**config.mk**
```make
export PLATFORM = sky130hd
export DESIGN_NAME = obj_scan_flat
export DESIGN_NICKNAME = d
export VERILOG_FILES = /design/src/common/obj_pkg.sv /design/src/common/obj_draw_if.sv /design/src/obj_scan/obj_scan.sv /design/src/flat_wrapper.sv
export SDC_FILE = /design/constraint.sdc
export NUM_CORES = 2
export LEC_CHECK = 0
export BUFFER_PORTS_ARGS = -buffer_cell sky130_fd_sc_hd__buf_2
export CORE_MARGIN = 2
export CORE_UTILIZATION = 35
export CTS_CLUSTER_SIZE = 10
export DETAILED_ROUTE_END_ITERATION = 8
export GPL_TIMING_DRIVEN = 0
export PLACE_DENSITY = 0.59
export REMOVE_ABC_BUFFERS = 1
export SLEW_MARGIN = 20
export SYNTH_ARGS = -nofsm -noshare
export SYNTH_HDL_FRONTEND = slang
export SYNTH_SLANG_ARGS = --single-unit
```
**constraint.sdc**
```tcl
create_clock -name clk -period 6.25 [get_ports clk]
set_clock_uncertainty 0.1 [all_clocks]
set_input_delay 0.625 -clock clk [delete_from_list [all_inputs] [get_ports clk]]
set_output_delay 0.625 -clock clk [all_outputs]
set_load 0.01 [all_outputs]
```
**src/common/obj_pkg.sv**
```systemverilog
/* shared definitions for the sprite layer
   geometry, scan register indices and the attribute word with its two
   board decodes. modules pull it in with a wildcard import */
package obj_pkg;

    // object RAM word address width
    localparam int obj_ramw  = 10;
    // sprite table size
    localparam int obj_n     = 64;
    localparam int obj_words = 4;
    localparam int obj_iw    = $clog2(obj_n);
    localparam int word_w    = $clog2(obj_words);
    // scanner list index, one entry per table word
    localparam int list_aw   = obj_iw + word_w;
    // vblank copy length, two extra clocks for the RAM read pipe
    localparam int dma_len   = obj_n * obj_words + 2;

    // fixed sprite size
    localparam int obj_h     = 16;
    localparam int vis_lines = 240;

    // line buffer
    localparam int line_w    = 512;
    localparam int line_aw   = $clog2(line_w);

    // gfx ROM, 32-bit words
    localparam int rom_aw    = 20;

    // scan register indices
    localparam logic [1:0] reg_xoff = 2'd0;
    localparam logic [1:0] reg_yoff = 2'd1;
    localparam logic [1:0] reg_ctrl = 2'd2;

    // attribute, normal board
    typedef struct packed {
        logic [1:0] shd;
        logic [4:0] prio;
        logic [4:0] pal;
        logic [1:0] rsv;
        logic       vflip;
        logic       hflip;
    } attr_nrm_t;

    // attribute, k44 board
    // fewer prio bits, wider palette
    typedef struct packed {
        logic [3:0] rsv;
        logic       shd;
        logic [1:0] prio;
        logic [6:0] pal;
        logic       vflip;
        logic       hflip;
    } attr_k44_t;

    typedef union packed {
        attr_nrm_t nrm;
        attr_k44_t k44;
    } obj_attr_u;

endpackage

```
**src/common/obj_draw_if.sv**
```systemverilog
/* draw request from the sprite scanner to the line drawer
   one request in flight: draw pulses for a clock, busy answers */
`timescale 1ns/1ps

interface obj_draw_if
    import obj_pkg::*;
();

    // one-clock request strobe
    logic       draw;
    // high from the clock after draw until both halves are written
    logic       busy;
    // tile code from table word 2
    logic [13:0] code;
    // screen x after offset
    logic [8:0] xpos;
    // row inside the sprite, already flipped
    logic [3:0] ysub;
    obj_attr_u  attr;

    // scanner side
    modport scan (
        output draw, code, xpos, ysub, attr,
        input  busy
    );

    // line drawer side
    modport drawer (
        input  draw, code, xpos, ysub, attr,
        output busy
    );

endinterface

```
**src/obj_scan/obj_scan.sv**
```systemverilog
/* sprite scanner
   holds the scan registers, copies the table into a private list when
   vblank starts and, from each hs, walks the list and sends the
   sprites that touch the next line to the line drawer */
`timescale 1ns/1ps

module obj_scan
    import obj_pkg::*;
(
    input  logic                clk,
    input  logic                arst_n,
    input  logic                k44_en,

    // register bus
    input  logic                reg_cs,
    input  logic                cpu_we,
    input  logic [1:0]          mmr_addr,
    input  logic [15:0]         cpu_dout,
    input  logic [1:0]          cpu_dsn,

    // video timing
    input  logic                lvbl,
    input  logic                hs,
    input  logic [8:0]          vdump,

    // table copy
    output logic [obj_ramw-1:0] dma_addr,
    input  logic [15:0]         dma_q,
    output logic                dma_bsy,

    obj_draw_if.scan            dr
);

    logic [15:0]        xoff;
    logic [15:0]        yoff;
    logic [15:0]        ctrl;
    logic               lvbl_l;
    logic               hs_l;
    logic               hs_rise;
    logic [list_aw:0]   dma_cnt;
    logic [list_aw-1:0] dma_wa;
    logic               dma_wr;
    logic [15:0]        lst [obj_n][obj_words];
    logic               scanning;
    logic [obj_iw-1:0]  scan_idx;
    logic [8:0]         vline;
    logic [8:0]         dy;
    obj_attr_u          ent_attr;
    obj_attr_u          out_attr;
    logic               vflip;
    logic               hit;
    logic               issue;

    // byte-lane merge, strobes active low
    function automatic logic [15:0] merge(input logic [15:0] old,
                                          input logic [15:0] din,
                                          input logic [1:0]  dsn);
        logic [15:0] res;
        res = old;
        if (!dsn[0]) res[7:0] = din[7:0];
        if (!dsn[1]) res[15:8] = din[15:8];
        return res;
    endfunction

    // scan registers
    always_ff @(posedge clk or negedge arst_n) begin
        if (!arst_n) begin
            xoff <= '0;
            yoff <= '0;
            ctrl <= '0;
        end else if (reg_cs && cpu_we) begin
            case (mmr_addr)
                reg_xoff: xoff <= merge(xoff, cpu_dout, cpu_dsn);
                reg_yoff: yoff <= merge(yoff, cpu_dout, cpu_dsn);
                reg_ctrl: ctrl <= merge(ctrl, cpu_dout, cpu_dsn);
                default:  ;
            endcase
        end
    end

    // address k goes out while cnt is k, data lands one clock later
    assign dma_addr = obj_ramw'(dma_cnt[list_aw-1:0]);
    // wraps to the last entry when cnt reaches the table size
    assign dma_wa   = dma_cnt[list_aw-1:0] - list_aw'(1);
    assign dma_wr   = dma_bsy && dma_cnt != '0 &&
                      dma_cnt <= (list_aw+1)'(obj_n * obj_words);

    // vblank copy, started by lvbl falling with ctrl bit 0 set
    always_ff @(posedge clk or negedge arst_n) begin
        if (!arst_n) begin
            lvbl_l  <= 1'b0;
            dma_bsy <= 1'b0;
            dma_cnt <= '0;
        end else begin
            lvbl_l <= lvbl;
            if (dma_bsy) begin
                dma_cnt <= dma_cnt + (list_aw+1)'(1);
                if (dma_cnt == (list_aw+1)'(dma_len - 1)) dma_bsy <= 1'b0;
            end else if (lvbl_l && !lvbl && ctrl[0]) begin
                dma_bsy <= 1'b1;
                dma_cnt <= '0;
            end
        end
    end

    // private list, word index in the low bits
    always_ff @(posedge clk) begin
        if (dma_wr) lst[dma_wa[list_aw-1:word_w]][dma_wa[word_w-1:0]] <= dma_q;
    end

    assign hs_rise  = hs && !hs_l;

    // row inside the sprite for the line being prepared
    assign ent_attr = lst[scan_idx][3];
    assign dy       = vline - yoff[8:0] - lst[scan_idx][0][8:0];
    assign hit      = dy < 9'(obj_h);
    // vflip sits in bit 1 in both views
    assign vflip    = ent_attr.nrm.vflip;

    // clear the unused bits of whichever view is active
    always_comb begin
        out_attr = ent_attr;
        if (k44_en) out_attr.k44.rsv = '0;
        else        out_attr.nrm.rsv = '0;
    end

    // only one request at a time, never into a busy drawer
    assign issue = scanning && hit && !dr.busy && !dr.draw && !hs_rise;

    // list walk, restarted at every hs
    always_ff @(posedge clk or negedge arst_n) begin
        if (!arst_n) begin
            hs_l     <= 1'b0;
            scanning <= 1'b0;
            scan_idx <= '0;
            vline    <= '0;
            dr.draw  <= 1'b0;
        end else begin
            hs_l <= hs;
            if (hs_rise) begin
                scanning <= 1'b1;
                scan_idx <= '0;
                vline    <= vdump + 9'd1;
                dr.draw  <= 1'b0;
            end else begin
                dr.draw <= issue;
                // a hit holds the walk until the drawer takes it
                if (scanning && (!hit || issue)) begin
                    if (scan_idx == obj_iw'(obj_n - 1)) scanning <= 1'b0;
                    else scan_idx <= scan_idx + obj_iw'(1);
                end
            end
        end
    end

    // request payload
    always_ff @(posedge clk) begin
        if (issue) begin
            dr.code <= lst[scan_idx][2][13:0];
            dr.xpos <= lst[scan_idx][1][8:0] - xoff[8:0];
            dr.ysub <= vflip ? ~dy[3:0] : dy[3:0];
            dr.attr <= out_attr;
        end
    end

    // handshake across both modules
    assert property (@(posedge clk) disable iff (!arst_n) dr.draw |-> !dr.busy)
        else $error("draw raised while the line drawer is busy");

    // the whole copy fits inside vertical blank
    assert property (@(posedge clk) disable iff (!arst_n)
                     $rose(dma_bsy) |-> vdump >= 9'(vis_lines))
        else $error("sprite DMA started outside vblank");

endmodule

```
**src/flat_wrapper.sv**
```systemverilog
// flat-port wrapper written by rule: the top's interface ports become plain ports
module obj_scan_flat import obj_pkg::*;
  (clk, arst_n, k44_en, reg_cs, cpu_we, mmr_addr, cpu_dout, cpu_dsn, lvbl, hs, vdump, dma_addr, dma_q, dma_bsy, dr_draw, dr_code, dr_xpos, dr_ysub, dr_attr, dr_busy);
  obj_draw_if dr_i ();
  input  logic clk;
  input  logic arst_n;
  input  logic k44_en;
  input  logic reg_cs;
  input  logic cpu_we;
  input  logic [1:0] mmr_addr;
  input  logic [15:0] cpu_dout;
  input  logic [1:0] cpu_dsn;
  input  logic lvbl;
  input  logic hs;
  input  logic [8:0] vdump;
  output logic [obj_ramw-1:0] dma_addr;
  input  logic [15:0] dma_q;
  output logic dma_bsy;
  output wire logic [$bits(dr_i.draw)-1:0] dr_draw;
  output wire logic [$bits(dr_i.code)-1:0] dr_code;
  output wire logic [$bits(dr_i.xpos)-1:0] dr_xpos;
  output wire logic [$bits(dr_i.ysub)-1:0] dr_ysub;
  output wire logic [$bits(dr_i.attr)-1:0] dr_attr;
  input wire logic [$bits(dr_i.busy)-1:0] dr_busy;
  assign dr_draw = dr_i.draw;
  assign dr_code = dr_i.code;
  assign dr_xpos = dr_i.xpos;
  assign dr_ysub = dr_i.ysub;
  assign dr_attr = dr_i.attr;
  assign dr_i.busy = dr_busy;
  obj_scan u_core (.clk(clk), .arst_n(arst_n), .k44_en(k44_en), .reg_cs(reg_cs), .cpu_we(cpu_we), .mmr_addr(mmr_addr), .cpu_dout(cpu_dout), .cpu_dsn(cpu_dsn), .lvbl(lvbl), .hs(hs), .vdump(vdump), .dma_addr(dma_addr), .dma_q(dma_q), .dma_bsy(dma_bsy), .dr(dr_i));
endmodule
```
Word-level counts from Yosys, hierarchy flattened

Memory sizes are Yosys's and may differ from the RTL's.
Index checks and enable logic that the tools add are counted.

$lt $le $gt $ge: 4
Equality and inequality tests: 5
Reductions and logical operators: 31
Bitwise logic cells: 4
Muxes and demuxes: 17
Add/subtract/negate cells: 7

Operators with widths:

| operator              | count |
|---|---|
| $mux W64              | 1 |
| $demux W16 S2         | 1 |
| $sub A9 B9 Y9         | 3 |
| $add A9 B1 Y9 const B | 2 |
| $mux W6               | 3 |
| $mux W9               | 2 |
| $mux W16              | 1 |
| $reduce_and A3 Y1     | 5 |
| $logic_and A1 B1 Y1   | 12 |
| $eq A9 B9 Y1 const B  | 1 |
| $le A9 B9 Y1 const B  | 1 |
| $lt A9 B5 Y1 const B  | 1 |
| $reduce_bool A9 Y1    | 1 |
| $mux W1               | 8 |
| $sub A8 B1 Y8 const B | 1 |
| $add A6 B1 Y6 const B | 1 |
| $eq A6 B6 Y1 const B  | 1 |
| $logic_not A1 Y1      | 6 |
| $reduce_bool A2 Y1    | 3 |
| $mux W4               | 1 |
| $not A4 Y4            | 1 |
| $reduce_and A2 Y1     | 2 |
| $ge A3 B3 Y1 const B  | 1 |
| $lt A3 B1 Y1 const B  | 1 |
| 7 further kinds       | 8 |

Memories: 1
Bits in writable memories: 4096
Output and inout bits: 55
Bits in registers: 91
Input port bits: 53

Memories:

| memory     | words | bits a word | read ports | clocked after memory_dff | write ports | RTL line       | text |
|---|---|---|---|---|---|---|---|
| u_core.lst | 64    | 64          | 1          | 0                        | 1           | obj_scan.sv:43 | `logic [15:0] lst [obj_n][obj_words];` |

Depth between registers and ports, before layout

Word-level depth: 11
Depth in mapped cells: 22
Mapped depth without buffers: 16

Worst setup path after synthesis

Ideal clock, no wire load.

Path type: register -> register
Start point: reg u_core.scan_idx[0]
End point: reg u_core.dr.attr[0], enable pin
Library setup time: 0.406 ns
Path slack: -0.458 ns
Cell stages (with the launch flop): 19
Data required time: 5.744 ns
Data arrival time: 6.203 ns
Cells stage by stage: dfrtp_1 > buf_6 > buf_6 > clkbuf_1 > clkbuf_1 > mux4_2 > mux4_2 > mux4_2 > fa_1 > inv_1 > ha_1 > or2_2 > fa_1 > a21oi_1 > o211ai_1 > a31oi_1 > xnor2_1 > xnor2_1 > and3_1

Word-level cells in the longest chain between the ends: 7

RTL lines:

| item                             | RTL line          | text |
|---|---|---|
| start: declaration               | obj_scan.sv:45    | `logic [obj_iw-1:0] scan_idx;` |
| start signal: assignment         | obj_scan.sv:150   | `else scan_idx <= scan_idx + obj_iw'(1);` |
| $mem_v2 Z64 W64                  | --                |  |
| $sub A9 B9 Y9                    | obj_scan.sv:115   | `assign dy = vline - yoff[8:0] - lst[scan_idx][0][8:0];` |
| $lt A9 B5 Y1                     | obj_scan.sv:116   | `assign hit = dy < 9'(obj_h);` |
| $logic_and A1 B1 Y1 (4 in a row) | obj_scan.sv:128   | `assign issue = scanning && hit && !dr.busy && !dr.draw && !hs_rise;` |
| named net u_core.issue           | obj_scan.sv:52    | `logic issue;` |
| end signal: assignment           | obj_scan.sv:162   | `dr.attr <= out_attr;` |
| end: declaration                 | obj_draw_if.sv:23 | `output draw, code, xpos, ysub, attr,` |

The timed path passes the listed nets, and every way through them passes these cells.
A chain may end at the register's enable or synchronous reset.

Worst setup path in the final report

Start point: reg u_core.scan_idx[0]
End point: reg u_core.dr.code[4] (read register of u_core.lst), enable pin

Word-level cells in the longest chain between the ends: 7

RTL lines:

| item                             | RTL line |
|---|---|
| $mem_v2 Z64 W64                  | -- |
| $sub A9 B9 Y9                    | obj_scan.sv:115 |
| $lt A9 B5 Y1                     | obj_scan.sv:116 |
| $logic_and A1 B1 Y1 (4 in a row) | obj_scan.sv:128 |
| named net u_core.issue           | obj_scan.sv:52 |
| end: declaration                 | obj_draw_if.sv:23 |

The timed path passes the listed nets, and every way through them passes these cells.

==> metrics.yaml <==
place_congestion: 0.7409
path_class: "reg2reg"
path_clk_slew_ns: 0.05
min_path_type: "in2reg"
grt_max_degree: 125
drt-pass1-iter-count: 5
crit_path_max_fanout: 23
seq_area_um2: 94760
holdPathStages: 1
power_frac_seq: 0.396
place_hpwl_um: 184900
clock_sinks: 3163
p_switching_uw: 18300
syn-cell-area_um2: 122500
cts_made_buffers: 363
drt_iter0_drc: 6450
synthArstFlopShare: 0.01518
synthDistinctLibCells: 57
antenna_found_initial: 20
synth-main-ff-cell: "edfxtp_1"
cts_tree: "built"
final_antenna_net_count: 0
ctsHtreeMaxLevel: 5
post-route-drc-count: 0
hp-start: "dma_q[4]"
critical_path_arrival_ns: 6.56
status: "complete, no violations"
final_cell_mix: "3115 x edfxtp_1, 995 x mux4_2, 369 x clkbuf_16"
multi_input_area_um2: 27430
drive_above_1_share: 0.3701
fill_cells: 29620
totalPowerFinal_uw: 61500
p_leak_uw: 0.04396
grt_pass1_vias: 57910
dpl.cell_count: 9820
nNetsFinal: 5765
avgViaCountPerCell: 5.434
row_count: 217
r2r_end: "u_core.dr.code[4]"
p_comb_frac: 0.307
design_area_um2: 144100
setup_viol: 0
cp-end-kind: "register"
ir_drop_uv: 388.1
fin_cells: 10360
post_dp_cell_area_um2: 133100
syn_inst: 5119
start_util: 0.3510
core-area_um2: 348900
synth_edf_count: 3115
wl_per_cell_um: 28.90
area_delta_synth_final_pct: 17.67
die_area_um2: 354600
finalHoldViolations: 0
tightest_slew_ns: 1.184
worstRegToRegCells: 19
internal_power_uw: 43200
cap_viol_max_count: 0
start_kind: "register"
vias: 56300
grt.total_usage: 0.1669
r2r-start: "u_core.scan_idx[0]"
finalCritPeriodShare: 0.9768
clock-root-buffer: "clkbuf_16"
io_pins: 108
grt_pass1_wl_um: 429100
finalWorstSetupSlack_ns: 0.1453
ctsLongestPathBuffers: 4
r2r_slack_ns: 0.15
power_density_nw_per_um2: 426.8
fmax_mhz: 163.8
clkLatencyLatePin_ns: 0.88
p_clk_frac: 0.297
slew_headroom: 0.2085
avgSynthCellArea_um2: 23.92
maxSlewViolCount: 0
layout_commonest_cell: "edfxtp_1"
required_ns: 6.70
totalWireLength_um: 299400
die_h_um: 595.5
dp_slack_ns: -1.169
ys_seq_elements: 3163
io_buffers: 98
fin_crit_ns: 6.105
yosysWarnings: 0
yosysSeqAreaShare: 0.7736
switching_share: 0.2976
fp.dieW_um: 595.5
min_to: "u_core.lst[28][36]"
grt.overflow.total: 0
per-stage QoR:
stage                     utilization  setup TNS (ns)  hold slack (ns)
after detailed placement       0.3816          -48.50           0.3752
final                          0.4130               0          0.04841
after CTS                      0.4122               0       0.00008205
after global placement         0.3649        -7515.98           0.3825
after global routing           0.4130        -0.03755          0.03514
after floorplan                     -        -2521.12           0.2294
layer usage:
layer	vias up	global-route usage	part of all wire
met5	-	0	0.000023
met4	2	0.04237	0.024
met3	452	0.02857	0.068
met2	2039	0.2716	0.49
met1	30810	0.2340	0.42
li1	23000	-	-
synth_stat cells, types with 27 or more instances:
cell | n | share of area
buf_1 | 34 | 0.0010
buf_2 | 76 | 0.0031
clkbuf_1 | 171 | 0.0052
dfrtp_1 | 48 | 0.0098
edfxtp_1 | 3115 | 0.76
ha_1 | 27 | 0.0028
inv_1 | 42 | 0.0013
mux4_2 | 995 | 0.18
nand2_1 | 58 | 0.0018
nand3_1 | 27 | 0.0011
nor2_1 | 111 | 0.0034
nor3_1 | 172 | 0.0070
o21ai_0 | 33 | 0.0013
registers in the layout, indices dropped and copies added (netlist names):
name / cells
u_core.lst: 3072
u_core.dr.attr: 16
u_core.dr.code: 14
u_core.dma_cnt: 9
u_core.dr.xpos: 9
u_core.vline: 9
u_core.xoff: 9
u_core.yoff: 9
u_core.scan_idx: 6
u_core.dr.ysub: 4
u_core.ctrl: 1
u_core.dma_bsy: 1
u_core.dr.draw: 1
u_core.hs_l: 1
u_core.lvbl_l: 1
u_core.scanning: 1
cell families after synthesis:
family	count (synthesis)	synth area share
buffers and inverters	350	0.01277
and+or+nand+nor	424	0.01631
other	1	0.00003062
DFF	3163	0.7736
AOI/OAI and AO/OA	84	0.004332
adders and majority gates	36	0.004230
xor gates and xnor gates	34	0.002432
muxes	1027	0.1862
final cells by class:
type                    count  area share
clock buffers             420     0.06533
diodes                      6   0.0001042
multi-input cells        1608      0.1904
clock inverters            24    0.001832
flip-flops and latches   3163      0.6576
inverters                  42    0.001094
well taps                4599     0.03993
repair buffers            498     0.04372
worst max path at each step:
stage / startpoint / end / slack, ns / cells after the start
4_1_cts: u_core.scan_idx[1] / u_core.scan_idx[2] / 0.02 / 19
6_report: u_core.scan_idx[0] / u_core.dr.code[4] / 0.15 / 19
2_1_floorplan: u_core.scan_idx[0] / u_core.dr.attr[0] / -28.41 / 6
3_3_place_gp: u_core.scan_idx[0] / u_core.dr.code[4] / -47.35 / 6
5_1_grt: u_core.scan_idx[0] / u_core.scan_idx[2] / -0.03 / 20
3_5_place_dp: u_core.scan_idx[0] / u_core.dr.code[12] / -1.17 / 18
power groups by stage:
stage / Combinational [uW] / Sequential [uW] / Clock (uW)
6_report: 18900 / 24300 / 18300
3_3_place_gp: 9820 / 25500 / 0
3_5_place_dp: 17700 / 24900 / 0
4_1_cts: 18800 / 24300 / 18600
5_1_grt: 19900 / 24400 / 19400
2_1_floorplan: 8800 / 25400 / 0
worst max-delay path, stage by stage (launching register included):
cell	delay, ns
dfrtp_4	0.53
buf_16	0.16
buf_16	0.13
buf_16	0.14
mux4_2	0.49
mux4_2	0.54
mux4_2	0.58
fa_1	0.59
inv_1	0.05
ha_1	0.19
or2_2	0.29
fa_2	0.37
a21oi_2	0.19
o211ai_1	0.12
a31oi_1	0.22
xnor2_1	0.21
xnor2_2	0.19
buf_4	0.16
and3_4	0.23
buf_16	0.20
what timing repair did:
item / CTS / global route
hold buffers: 31 / 0
gates cloned: 13 / 1
pin swaps: 3 / 7
gates resized for setup: 11 / 6
hold endpoints to repair: 200 / 0
buffers inserted: 22 / 22
endpoints found under the setup margin: 51 / 29
No activity file was read; power rests on OpenSTA's default activity.
